`src/design/cfg_decoder_pkg.sv`:
```
package cfg_decoder_pkg;

  // ----------------------------------------------------------------------
  // network widths
  // ----------------------------------------------------------------------
  localparam int unsigned CFG_DATA_W  = 32;
  localparam int unsigned CFG_ID_W    = 8;
  localparam int unsigned NUM_CFG_IDS = 16;
  // index width of the configuration strobe vector
  localparam int unsigned CFG_SEL_W   = $clog2(NUM_CFG_IDS);

  // ----------------------------------------------------------------------
  // configuration word ids, cfgreq low
  // ----------------------------------------------------------------------
  localparam int unsigned CFG_ID_MODE        = 0;
  localparam int unsigned CFG_ID_DATA_POS_LO = 1;
  localparam int unsigned CFG_ID_DATA_POS_HI = 2;
  localparam int unsigned CFG_ID_ADDR_POS_LO = 3;
  localparam int unsigned CFG_ID_ADDR_POS_HI = 4;
  localparam int unsigned CFG_ID_START_ADDR  = 5;
  localparam int unsigned CFG_ID_MATRIX_DIM  = 6;
  // ids 7 to 9 carry second-level settings, not decoded here
  localparam int unsigned CFG_ID_CIRCU       = 10;
  localparam int unsigned CFG_ID_COL_BURST   = 11;
  localparam int unsigned CFG_ID_ROW_BURST   = 12;
  localparam int unsigned CFG_ID_2ND_BURST   = 13;
  localparam int unsigned CFG_ID_ACCESS_LEN  = 14;
  localparam int unsigned CFG_ID_COMMIT      = 15;

  // request word ids, cfgreq high
  localparam logic [CFG_ID_W-1:0] REQ_ID_HEADER = 8'd0;
  localparam logic [CFG_ID_W-1:0] REQ_ID_ADDR   = 8'd1;

  // ----------------------------------------------------------------------
  // field widths
  // ----------------------------------------------------------------------
  localparam int unsigned NUM_POS      = 8;
  localparam int unsigned POS_W        = 8;
  localparam int unsigned ROW_W        = 16;
  localparam int unsigned COL_W        = 14;
  localparam int unsigned LONG_W       = 30;
  localparam int unsigned CMD_ADDR_W   = 20;
  // set in an address word when it carries a command
  localparam int unsigned CMD_FLAG_BIT = 31;

  // ----------------------------------------------------------------------
  // field types
  // ----------------------------------------------------------------------
  typedef logic [CFG_DATA_W-1:0] cfg_word_t;
  typedef logic [POS_W-1:0]      pos_t;

  // lane k sits in byte k mod 4 of the low or high position word
  typedef pos_t [NUM_POS-1:0]    pos_table_t;

  typedef logic [ROW_W-1:0]      row_t;
  typedef logic [COL_W-1:0]      col_t;

  // address and count fields, bits 29:0 of their word
  typedef logic [LONG_W-1:0]     long_t;

endpackage

```
`src/design/cfg_bus_capture.sv`:
```
`timescale 1ns/1ps

module cfg_bus_capture (
  input  logic                                     clk,
  input  logic                                     rst_n,

  // configuration network
  input  logic [cfg_decoder_pkg::CFG_ID_W-1:0]     cfgid_i,
  input  logic                                     cfgfwd_i,
  input  cfg_decoder_pkg::cfg_word_t               cfgdata_i,
  input  logic                                     cfgreq_i,
  input  logic                                     cfgdone_i,

  // registered word and strobes
  output cfg_decoder_pkg::cfg_word_t               data_o,
  output logic [cfg_decoder_pkg::NUM_CFG_IDS-1:0]  cfg_we_o,
  output logic [1:0]                               req_we_o,
  output logic                                     req_done_o
);
  import cfg_decoder_pkg::*;

  logic                   cfg_beat;
  logic                   req_beat;
  logic [NUM_CFG_IDS-1:0] cfg_we_d;
  logic                   cfgreq_q;

  // a beat only counts with cfgfwd high
  assign cfg_beat = cfgfwd_i && !cfgreq_i;
  assign req_beat = cfgfwd_i && cfgreq_i;

  // one-hot strobe, ids past the decoded range stay silent
  always_comb begin
    cfg_we_d = '0;
    if (cfg_beat && (cfgid_i < CFG_ID_W'(NUM_CFG_IDS))) begin
      cfg_we_d[cfgid_i[CFG_SEL_W-1:0]] = 1'b1;
    end
  end

  // ----------------------------------------------------------------------
  // word register
  // ----------------------------------------------------------------------
  always_ff @(posedge clk) begin
    if (cfgfwd_i) begin
      data_o <= cfgdata_i;
    end
  end

  // ----------------------------------------------------------------------
  // strobes
  // ----------------------------------------------------------------------
  always_ff @(posedge clk) begin
    if (!rst_n) begin
      cfg_we_o   <= '0;
      req_we_o   <= '0;
      cfgreq_q   <= 1'b0;
      req_done_o <= 1'b0;
    end else begin
      cfg_we_o    <= cfg_we_d;
      req_we_o[0] <= req_beat && (cfgid_i == REQ_ID_HEADER);
      req_we_o[1] <= req_beat && (cfgid_i == REQ_ID_ADDR);
      cfgreq_q    <= cfgreq_i;
      // done closes a request when it follows a cycle with cfgreq high
      req_done_o  <= cfgreq_q && cfgdone_i;
    end
  end

endmodule

```
`src/design/cfg_register_bank.sv`:
```
`timescale 1ns/1ps

module cfg_register_bank (
  input  logic                                     clk,
  input  logic                                     rst_n,
  input  logic [cfg_decoder_pkg::NUM_CFG_IDS-1:0]  cfg_we_i,
  input  cfg_decoder_pkg::cfg_word_t               data_i,

  output logic                                     cfg_valid_o,

  // mode word
  output logic                                     cfg_third_req_o,
  output logic                                     cfg_stream_o,
  output logic                                     cfg_broadcast_o,
  output logic                                     cfg_row_column_o,
  output logic                                     cfg_read_write_o,
  output logic                                     cfg_d2d_flag_o,
  output logic [2:0]                               cfg_ch_cluster_num_o,
  output logic [8:0]                               cfg_vr_id_o,
  output logic [2:0]                               cfg_vr_fr_o,
  output logic [4:0]                               cfg_ddr_channel_id_o,

  // position tables
  output cfg_decoder_pkg::pos_table_t              cfg_data_pos_o,
  output cfg_decoder_pkg::pos_table_t              cfg_addr_pos_o,

  output cfg_decoder_pkg::long_t                   cfg_start_addr_o,
  output cfg_decoder_pkg::row_t                    cfg_row_num_o,
  output cfg_decoder_pkg::col_t                    cfg_column_num_o,
  output cfg_decoder_pkg::long_t                   cfg_circu_times_o,

  // burst counts
  output cfg_decoder_pkg::long_t                   cfg_col_addr_burst_o,
  output cfg_decoder_pkg::long_t                   cfg_row_addr_burst_o,
  output cfg_decoder_pkg::long_t                   cfg_2nd_addr_burst_o,
  output cfg_decoder_pkg::long_t                   cfg_access_length_burst_o
);
  import cfg_decoder_pkg::*;

  localparam int unsigned HALF = NUM_POS / 2;

  // ----------------------------------------------------------------------
  // mode word, id 0
  // ----------------------------------------------------------------------
  always_ff @(posedge clk) begin
    if (!rst_n) begin
      cfg_ddr_channel_id_o <= '0;
      cfg_vr_fr_o          <= '0;
      cfg_vr_id_o          <= '0;
      cfg_ch_cluster_num_o <= '0;
      cfg_d2d_flag_o       <= 1'b0;
      cfg_read_write_o     <= 1'b0;
      cfg_row_column_o     <= 1'b0;
      cfg_broadcast_o      <= 1'b0;
      cfg_stream_o         <= 1'b0;
      cfg_third_req_o      <= 1'b0;
    end else if (cfg_we_i[CFG_ID_MODE]) begin
      cfg_ddr_channel_id_o <= data_i[4:0];
      cfg_vr_fr_o          <= data_i[7:5];
      cfg_vr_id_o          <= data_i[16:8];
      cfg_ch_cluster_num_o <= data_i[22:20];
      cfg_d2d_flag_o       <= data_i[26];
      cfg_read_write_o     <= data_i[27];
      cfg_row_column_o     <= data_i[28];
      cfg_broadcast_o      <= data_i[29];
      cfg_stream_o         <= data_i[30];
      cfg_third_req_o      <= data_i[31];
    end
  end

  // ----------------------------------------------------------------------
  // position tables, ids 1 to 4
  // ----------------------------------------------------------------------
  // each word fills half a table, byte k into lane k
  always_ff @(posedge clk) begin
    if (!rst_n) begin
      cfg_data_pos_o <= '0;
      cfg_addr_pos_o <= '0;
    end else begin
      if (cfg_we_i[CFG_ID_DATA_POS_LO]) cfg_data_pos_o[HALF-1:0]       <= data_i;
      if (cfg_we_i[CFG_ID_DATA_POS_HI]) cfg_data_pos_o[NUM_POS-1:HALF] <= data_i;
      if (cfg_we_i[CFG_ID_ADDR_POS_LO]) cfg_addr_pos_o[HALF-1:0]       <= data_i;
      if (cfg_we_i[CFG_ID_ADDR_POS_HI]) cfg_addr_pos_o[NUM_POS-1:HALF] <= data_i;
    end
  end

  // ----------------------------------------------------------------------
  // addresses and counts
  // ----------------------------------------------------------------------
  always_ff @(posedge clk) begin
    if (!rst_n) begin
      cfg_start_addr_o          <= '0;
      cfg_row_num_o             <= '0;
      cfg_column_num_o          <= '0;
      cfg_circu_times_o         <= '0;
      cfg_col_addr_burst_o      <= '0;
      cfg_row_addr_burst_o      <= '0;
      cfg_2nd_addr_burst_o      <= '0;
      cfg_access_length_burst_o <= '0;
    end else begin
      if (cfg_we_i[CFG_ID_START_ADDR]) cfg_start_addr_o <= data_i[LONG_W-1:0];
      if (cfg_we_i[CFG_ID_MATRIX_DIM]) begin
        cfg_row_num_o    <= data_i[ROW_W-1:0];
        cfg_column_num_o <= data_i[ROW_W +: COL_W];
      end
      // strobes 7 to 9 fall through here
      if (cfg_we_i[CFG_ID_CIRCU])      cfg_circu_times_o    <= data_i[LONG_W-1:0];
      if (cfg_we_i[CFG_ID_COL_BURST])  cfg_col_addr_burst_o <= data_i[LONG_W-1:0];
      if (cfg_we_i[CFG_ID_ROW_BURST])  cfg_row_addr_burst_o <= data_i[LONG_W-1:0];
      if (cfg_we_i[CFG_ID_2ND_BURST])  cfg_2nd_addr_burst_o <= data_i[LONG_W-1:0];
      if (cfg_we_i[CFG_ID_ACCESS_LEN]) begin
        cfg_access_length_burst_o <= data_i[LONG_W-1:0];
      end
    end
  end

  // commit, one-cycle pulse
  always_ff @(posedge clk) begin
    if (!rst_n) begin
      cfg_valid_o <= 1'b0;
    end else begin
      cfg_valid_o <= cfg_we_i[CFG_ID_COMMIT];
    end
  end

endmodule

```
`src/design/ddr_cfg_decoder.sv`:
```
`timescale 1ns/1ps

module ddr_cfg_decoder (
  input  logic                                     clk,
  input  logic                                     rst_n,

  // configuration network
  input  logic [cfg_decoder_pkg::CFG_ID_W-1:0]     cfgid_i,
  input  logic                                     cfgfwd_i,
  input  cfg_decoder_pkg::cfg_word_t               cfgdata_i,
  input  logic                                     cfgreq_i,
  input  logic                                     cfgdone_i,

  // request info
  output logic                                     request_data_valid_o,
  output logic                                     request_cmd_valid_o,
  output cfg_decoder_pkg::pos_t                    request_pos_1st_o,
  output logic [2:0]                               request_pos_2nd_o,
  output logic [1:0]                               request_src_type_o,
  output cfg_decoder_pkg::row_t                    request_addr_1st_row_o,
  output cfg_decoder_pkg::col_t                    request_addr_1st_col_o,
  output logic                                     request_addr_last_trans_o,
  output logic [cfg_decoder_pkg::CMD_ADDR_W-1:0]   request_cmd_access_addr_o,

  // configuration info
  output logic                                     cfg_valid_o,
  output logic                                     cfg_third_req_o,
  output logic                                     cfg_stream_o,
  output logic                                     cfg_broadcast_o,
  output logic                                     cfg_row_column_o,
  output logic                                     cfg_read_write_o,
  output logic                                     cfg_d2d_flag_o,
  output logic [2:0]                               cfg_ch_cluster_num_o,
  output logic [8:0]                               cfg_vr_id_o,
  output logic [2:0]                               cfg_vr_fr_o,
  output logic [4:0]                               cfg_ddr_channel_id_o,
  output cfg_decoder_pkg::pos_table_t              cfg_data_pos_o,
  output cfg_decoder_pkg::pos_table_t              cfg_addr_pos_o,
  output cfg_decoder_pkg::long_t                   cfg_start_addr_o,
  output cfg_decoder_pkg::row_t                    cfg_row_num_o,
  output cfg_decoder_pkg::col_t                    cfg_column_num_o,
  output cfg_decoder_pkg::long_t                   cfg_circu_times_o,
  output cfg_decoder_pkg::long_t                   cfg_col_addr_burst_o,
  output cfg_decoder_pkg::long_t                   cfg_row_addr_burst_o,
  output cfg_decoder_pkg::long_t                   cfg_2nd_addr_burst_o,
  output cfg_decoder_pkg::long_t                   cfg_access_length_burst_o
);
  import cfg_decoder_pkg::*;

  // capture stage outputs, one cycle after the beat
  cfg_word_t              cap_data;
  logic [NUM_CFG_IDS-1:0] cap_cfg_we;
  logic [1:0]             cap_req_we;
  logic                   cap_req_done;

  cfg_bus_capture u_capture (
    .clk        (clk),
    .rst_n      (rst_n),
    .cfgid_i    (cfgid_i),
    .cfgfwd_i   (cfgfwd_i),
    .cfgdata_i  (cfgdata_i),
    .cfgreq_i   (cfgreq_i),
    .cfgdone_i  (cfgdone_i),
    .data_o     (cap_data),
    .cfg_we_o   (cap_cfg_we),
    .req_we_o   (cap_req_we),
    .req_done_o (cap_req_done)
  );

  request_decoder u_request (
    .clk                       (clk),
    .rst_n                     (rst_n),
    .req_we_i                  (cap_req_we),
    .data_i                    (cap_data),
    .req_done_i                (cap_req_done),
    .request_data_valid_o      (request_data_valid_o),
    .request_cmd_valid_o       (request_cmd_valid_o),
    .request_pos_1st_o         (request_pos_1st_o),
    .request_pos_2nd_o         (request_pos_2nd_o),
    .request_src_type_o        (request_src_type_o),
    .request_addr_1st_row_o    (request_addr_1st_row_o),
    .request_addr_1st_col_o    (request_addr_1st_col_o),
    .request_addr_last_trans_o (request_addr_last_trans_o),
    .request_cmd_access_addr_o (request_cmd_access_addr_o)
  );

  cfg_register_bank u_bank (
    .clk                       (clk),
    .rst_n                     (rst_n),
    .cfg_we_i                  (cap_cfg_we),
    .data_i                    (cap_data),
    .cfg_valid_o               (cfg_valid_o),
    .cfg_third_req_o           (cfg_third_req_o),
    .cfg_stream_o              (cfg_stream_o),
    .cfg_broadcast_o           (cfg_broadcast_o),
    .cfg_row_column_o          (cfg_row_column_o),
    .cfg_read_write_o          (cfg_read_write_o),
    .cfg_d2d_flag_o            (cfg_d2d_flag_o),
    .cfg_ch_cluster_num_o      (cfg_ch_cluster_num_o),
    .cfg_vr_id_o               (cfg_vr_id_o),
    .cfg_vr_fr_o               (cfg_vr_fr_o),
    .cfg_ddr_channel_id_o      (cfg_ddr_channel_id_o),
    .cfg_data_pos_o            (cfg_data_pos_o),
    .cfg_addr_pos_o            (cfg_addr_pos_o),
    .cfg_start_addr_o          (cfg_start_addr_o),
    .cfg_row_num_o             (cfg_row_num_o),
    .cfg_column_num_o          (cfg_column_num_o),
    .cfg_circu_times_o         (cfg_circu_times_o),
    .cfg_col_addr_burst_o      (cfg_col_addr_burst_o),
    .cfg_row_addr_burst_o      (cfg_row_addr_burst_o),
    .cfg_2nd_addr_burst_o      (cfg_2nd_addr_burst_o),
    .cfg_access_length_burst_o (cfg_access_length_burst_o)
  );

endmodule

```
`src/design/request_decoder.sv`:
```
`timescale 1ns/1ps

module request_decoder (
  input  logic                                    clk,
  input  logic                                    rst_n,
  input  logic [1:0]                              req_we_i,
  input  cfg_decoder_pkg::cfg_word_t              data_i,
  input  logic                                    req_done_i,

  output logic                                    request_data_valid_o,
  output logic                                    request_cmd_valid_o,
  output cfg_decoder_pkg::pos_t                   request_pos_1st_o,
  output logic [2:0]                              request_pos_2nd_o,
  output logic [1:0]                              request_src_type_o,
  output cfg_decoder_pkg::row_t                   request_addr_1st_row_o,
  output cfg_decoder_pkg::col_t                   request_addr_1st_col_o,
  output logic                                    request_addr_last_trans_o,
  output logic [cfg_decoder_pkg::CMD_ADDR_W-1:0]  request_cmd_access_addr_o
);
  import cfg_decoder_pkg::*;

  logic hdr_we;
  logic addr_we;
  logic is_cmd;
  logic cmd_flag_q;

  assign hdr_we  = req_we_i[0];
  assign addr_we = req_we_i[1];
  assign is_cmd  = data_i[CMD_FLAG_BIT];

  // ----------------------------------------------------------------------
  // request fields
  // ----------------------------------------------------------------------
  always_ff @(posedge clk) begin
    if (!rst_n) begin
      request_pos_1st_o         <= '0;
      request_pos_2nd_o         <= '0;
      request_src_type_o        <= '0;
      request_addr_1st_row_o    <= '0;
      request_addr_1st_col_o    <= '0;
      request_addr_last_trans_o <= 1'b0;
      request_cmd_access_addr_o <= '0;
    end else begin
      if (hdr_we) begin
        request_pos_1st_o  <= data_i[8 +: POS_W];
        request_pos_2nd_o  <= data_i[18:16];
        request_src_type_o <= data_i[21:20];
      end
      // address word, data flavour
      if (addr_we && !is_cmd) begin
        request_addr_1st_row_o    <= data_i[ROW_W-1:0];
        request_addr_1st_col_o    <= data_i[ROW_W +: COL_W];
        request_addr_last_trans_o <= data_i[30];
      end
      // address word, command flavour
      if (addr_we && is_cmd) begin
        request_cmd_access_addr_o <= data_i[CMD_ADDR_W-1:0];
      end
    end
  end

  // ----------------------------------------------------------------------
  // command flag and valid pulses
  // ----------------------------------------------------------------------
  always_ff @(posedge clk) begin
    if (!rst_n) begin
      cmd_flag_q <= 1'b0;
    end else if (addr_we && is_cmd) begin
      // a new command word beats the clear
      cmd_flag_q <= 1'b1;
    end else if (request_cmd_valid_o) begin
      cmd_flag_q <= 1'b0;
    end
  end

  // exactly one pulse per done, picked by the flag
  always_ff @(posedge clk) begin
    if (!rst_n) begin
      request_data_valid_o <= 1'b0;
      request_cmd_valid_o  <= 1'b0;
    end else begin
      request_data_valid_o <= req_done_i && !cmd_flag_q;
      request_cmd_valid_o  <= req_done_i && cmd_flag_q;
    end
  end

endmodule

```
`config.mk`:
```
export PLATFORM = sky130hd
export DESIGN_NAME = ddr_cfg_decoder
export DESIGN_NICKNAME = d
export VERILOG_FILES = /design/src/design/cfg_decoder_pkg.sv /design/src/design/cfg_bus_capture.sv /design/src/design/cfg_register_bank.sv /design/src/design/ddr_cfg_decoder.sv /design/src/design/request_decoder.sv
export SDC_FILE = /design/constraint.sdc
export NUM_CORES = 1
export LEC_CHECK = 0
export ABC_AREA = 0
export BUFFER_PORTS_ARGS = -buffer_cell sky130_fd_sc_hd__buf_2
export CAP_MARGIN = 20
export CELL_PAD_IN_SITES_DETAIL_PLACEMENT = 1
export CELL_PAD_IN_SITES_GLOBAL_PLACEMENT = 2
export CORE_ASPECT_RATIO = 1.4
export CORE_MARGIN = 1
export CORE_UTILIZATION = 36
export DETAILED_ROUTE_END_ITERATION = 8
export PLACE_DENSITY = 0.94
export SETUP_SLACK_MARGIN = 0.2
export SKIP_LAST_GASP = 1
export SLEW_MARGIN = 30
export SYNTH_ARGS = -nofsm -noshare
export SYNTH_HDL_FRONTEND = slang
export SYNTH_SLANG_ARGS = --single-unit
```
`constraint.sdc`:
```
create_clock -name clk -period 3.3 [get_ports clk]
set_input_delay 0.825 -clock clk [delete_from_list [all_inputs] [get_ports clk]]
set_output_delay 0.825 -clock clk [all_outputs]
set_load 0.05 [all_outputs]
```
==> out/summary.txt <==
Final ANT Viol Nets -> 0
Worst reg2reg startpoint -> u_capture.data_o[31]
Slew Limit Fails -> 0
Power Dens Cells -> 537 mW/mm²
Clk slew on worst S/H paths -> 0.07 ns
Required time worst endpoint -> 2.47 ns
Die area -> 0.0503 mm²
WP buf/inv -> 1
Vias in the first global route -> 13300
Die W -> 190 µm
Hold Path Cell Cnt -> 1
Hold Crit Endpoint -> u_capture.data_o[4]
WL final -> 57500 µm
HP Class -> in2reg
Post-synthesis async set-or-reset flop share -> 0%
Kind of critical path -> reg2out
Placed inst area -> 0.0205 mm²
Multi-input logic area -> 0.00713 mm²
Net Sw Power -> 2690 µW
Internal power -> 9130 µW
Power, Total -> 11800 µW
Filler cells -> 5424
H-tree levels -> 2
Clock share of power -> 46.3%
Final Instance Area -> 0.0220 mm²
Sw frac -> 22.7%
DP HPWL -> 40200 µm
Post-CTS setup repair buffer count -> 0
RSZ-0062 raised after global routing -> no
Combinational Power Share -> 2.2%
Crit-path slowest cell -> dfxtp_1
Crit path largest cell delay -> 0.36 ns
CP Max Fanout -> 2
Syn_nets -> 1612
Worst VDD drop -> 0.000451 V
F_max -> 488 MHz
Worst R2R Path Depth -> 3
Setup TNS -> 0 ns
Clock tree sinks -> 481
Syn Std Cell Area -> 0.0178 mm²
Flop-to-flop setup slack -> 1.49 ns
CTS tree -> done
Number of flops mapped to enable cells by yosys -> 32
Starting DRT DRC Count -> 454
Clock Root Buffer -> clkbuf_16
Worst r2r dst -> u_request.request_cmd_access_addr_o[9]
Maximum root-to-sink buffer count -> 3
Die height -> 265 µm
Fin worst setup slack -> 1.25 ns
Min cycle time layout -> 2.05 ns
Status -> complete, no violations
CTS buffer count -> 48
Main flop type after synthesis -> dfxtp_1
Pleak -> 0.00845 µW
Drt first pass iters -> 4
Count of boundary I/O pins -> 476
Hold Vio Cnt, Final -> 0
Global Route Usage Sum -> 22.4%
Worst setup SP type -> flip-flop
Register area -> 0.00998 mm²
Worst Skew -> 0.0206 ns
Core region area -> 0.0489 mm²
MaxCap Viol Count -> 0
Nets -> 2015
Mapped Cells -> 1567
Library cells used by synthesis -> 24
Core Util, Final -> 45.0%
Synthesized area per cell -> 11.3 µm²
Ys Warns -> 0
DRC viols -> 0
Final setup fails -> 0
Post-CTS sizing -> 0
Worst Setup End Kind -> output port
Worst skew pair latency -> 0.59 ns
FP Rows -> 96
Vias per cell -> 4.78
Share of post-route cells with drive strength above 1 -> 28.9%
IO Port Bufs -> 475
DR WL/cell -> 21.7 µm
Initial core utilization -> 36.4%
Hold_sp -> cfgdata_i[4]
#FFs+latches synth -> 481
Congestion Overflow GR -> 0
Global-route wire length before repair -> 84800 µm
Largest net degree at the start of global routing -> 162
Sequential Power Share -> 51.5%
Sequential share of the synthesized area -> 56.0%
Area Overhead vs Synth -> 23.9%
Dpl ws -> 1.23 ns
Crit-path cells -> buf_2
Worst EP arrival -> 1.23 ns
Vias -> 12700
Crit share post-route -> 62.1%
CP delay by family, top -> flip-flops
Antenna violations before repair -> 2
Worst Max-Slew Pin Slew -> 1.00 ns
Max-slew headroom -> 33.3%
Hold Buf Count CTS -> 0
RePlAce Congestion -> 0.813
==> synth_stat cells, types with 2 or more instances <==
library cell	number	area share, %
dfxtp_1	449	51
clkbuf_1	59	1.2
a21boi_0	22	0.93
buf_2	44	1.2
a21boi_1	30	1.3
nor2_1	19	0.40
mux2i_1	377	21
nor2b_1	377	13
and3_1	2	0.070
nand2b_1	2	0.070
clkbuf_4	4	0.17
edfxtp_1	32	5.4
and2_1	3	0.11
nand4b_1	2	0.099
buf_4	31	1.3
nand2_1	106	2.2
==> final cells by class <==
| cell class | count | share of cell area (%) |
|---|---|---|
| Antenna cell | 1 | 0.0114 |
| Clock buffer | 72 | 6.37 |
| Clock inverter | 16 | 0.653 |
| Multi-Input combinational cell | 948 | 32.4 |
| Sequential cell | 481 | 45.3 |
| Tap cell | 637 | 3.62 |
| Timing Repair Buffer | 491 | 11.7 |
==> stage by stage <==
step | hold slack [ns] | instances
2_1_floorplan | 0.404 | 1567
3_3_place_gp | 0.415 | 2553
3_5_place_dp | 0.425 | 2557
4_1_cts | 0.379 | 2645
5_1_grt | 0.383 | 2645
6_report | 0.413 | 2646
==> kinds of logic (layout without fill, tap and decap cells) <==
| kind of cell | count (synthesis) | after routing | share of synthesized area (%) |
|---|---|---|---|
| simple gates | 519 | 519 | 16.7 |
| flops | 481 | 481 | 56.0 |
| mux | 377 | 377 | 21.2 |
| buf+inv | 138 | 579 | 3.96 |
| compound gates | 52 | 52 | 2.20 |
| other cells | 0 | 1 | 0 |
==> power by group through the flow <==
| stage | Sequential [µW] | Clock, µW | Combinational [µW] |
|---|---|---|---|
| final | 6090 | 5470 | 255 |
| after global routing | 6100 | 5820 | 268 |
| after CTS | 6100 | 5590 | 256 |
| after detailed placement | 6230 | 0 | 256 |
| after global placement | 6240 | 0 | 221 |
| after floorplan | 6070 | 0 | 214 |
==> state kept, by name, summed over array words and instances (netlist names), 5 cells and up <==
name and flops:
u_request.request_pos_1st_o 8, u_bank.cfg_col_addr_burst_o 30, u_request.request_cmd_access_addr_o 20, u_request.request_addr_1st_row_o 16, u_bank.cfg_circu_times_o 30, u_bank.cfg_column_num_o 14
u_capture.data_o 32, u_bank.cfg_2nd_addr_burst_o 30, u_bank.cfg_vr_id_o 9, u_bank.cfg_ddr_channel_id_o 5, u_capture.cfg_we_o 13, u_request.request_addr_1st_col_o 14
u_bank.cfg_start_addr_o 30, u_bank.cfg_data_pos_o 64, u_bank.cfg_row_num_o 16, u_bank.cfg_addr_pos_o 64, u_bank.cfg_access_length_burst_o 30, u_bank.cfg_row_addr_burst_o 30
==> placed cells by master, fill, tap and decap left out, types with 10 or more instances in the layout <==
cell,instances
nor2_1,19
a21boi_0,22
nand2_1,106
edfxtp_1,32
dfxtp_1,436
clkinv_2,10
clkbuf_16,49
nor2b_1,377
clkbuf_1,14
buf_2,474
mux2i_1,377
a21boi_1,30
==> routing by layer <==
layer	track usage (%)	vias up	share of wire, %
met5	0	-	0.038
met4	11.8	4	5.4
met3	4.40	136	4.7
met2	38.8	377	50
met1	25.7	6195	40
li1	-	5938	-
==> how the worst max path moves through the flow <==
stage / start / to / slack [ns] / depth (start not counted)
detailed placement: rst_n / u_request.request_cmd_access_addr_o[3] / 1.23 / 3
finish: u_bank.cfg_row_addr_burst_o[4] / cfg_row_addr_burst_o[4] / 1.25 / 1
global placement: rst_n / u_request.request_cmd_access_addr_o[0] / 1.36 / 3
global route: u_bank.cfg_row_addr_burst_o[4] / cfg_row_addr_burst_o[4] / 1.19 / 1
CTS: u_request.request_pos_1st_o[7] / request_pos_1st_o[7] / 1.19 / 1
floorplan: cfgid_i[7] / u_capture.cfg_we_o[2] / 1.80 / 3
No activity file was read; power rests on OpenSTA's default activity.
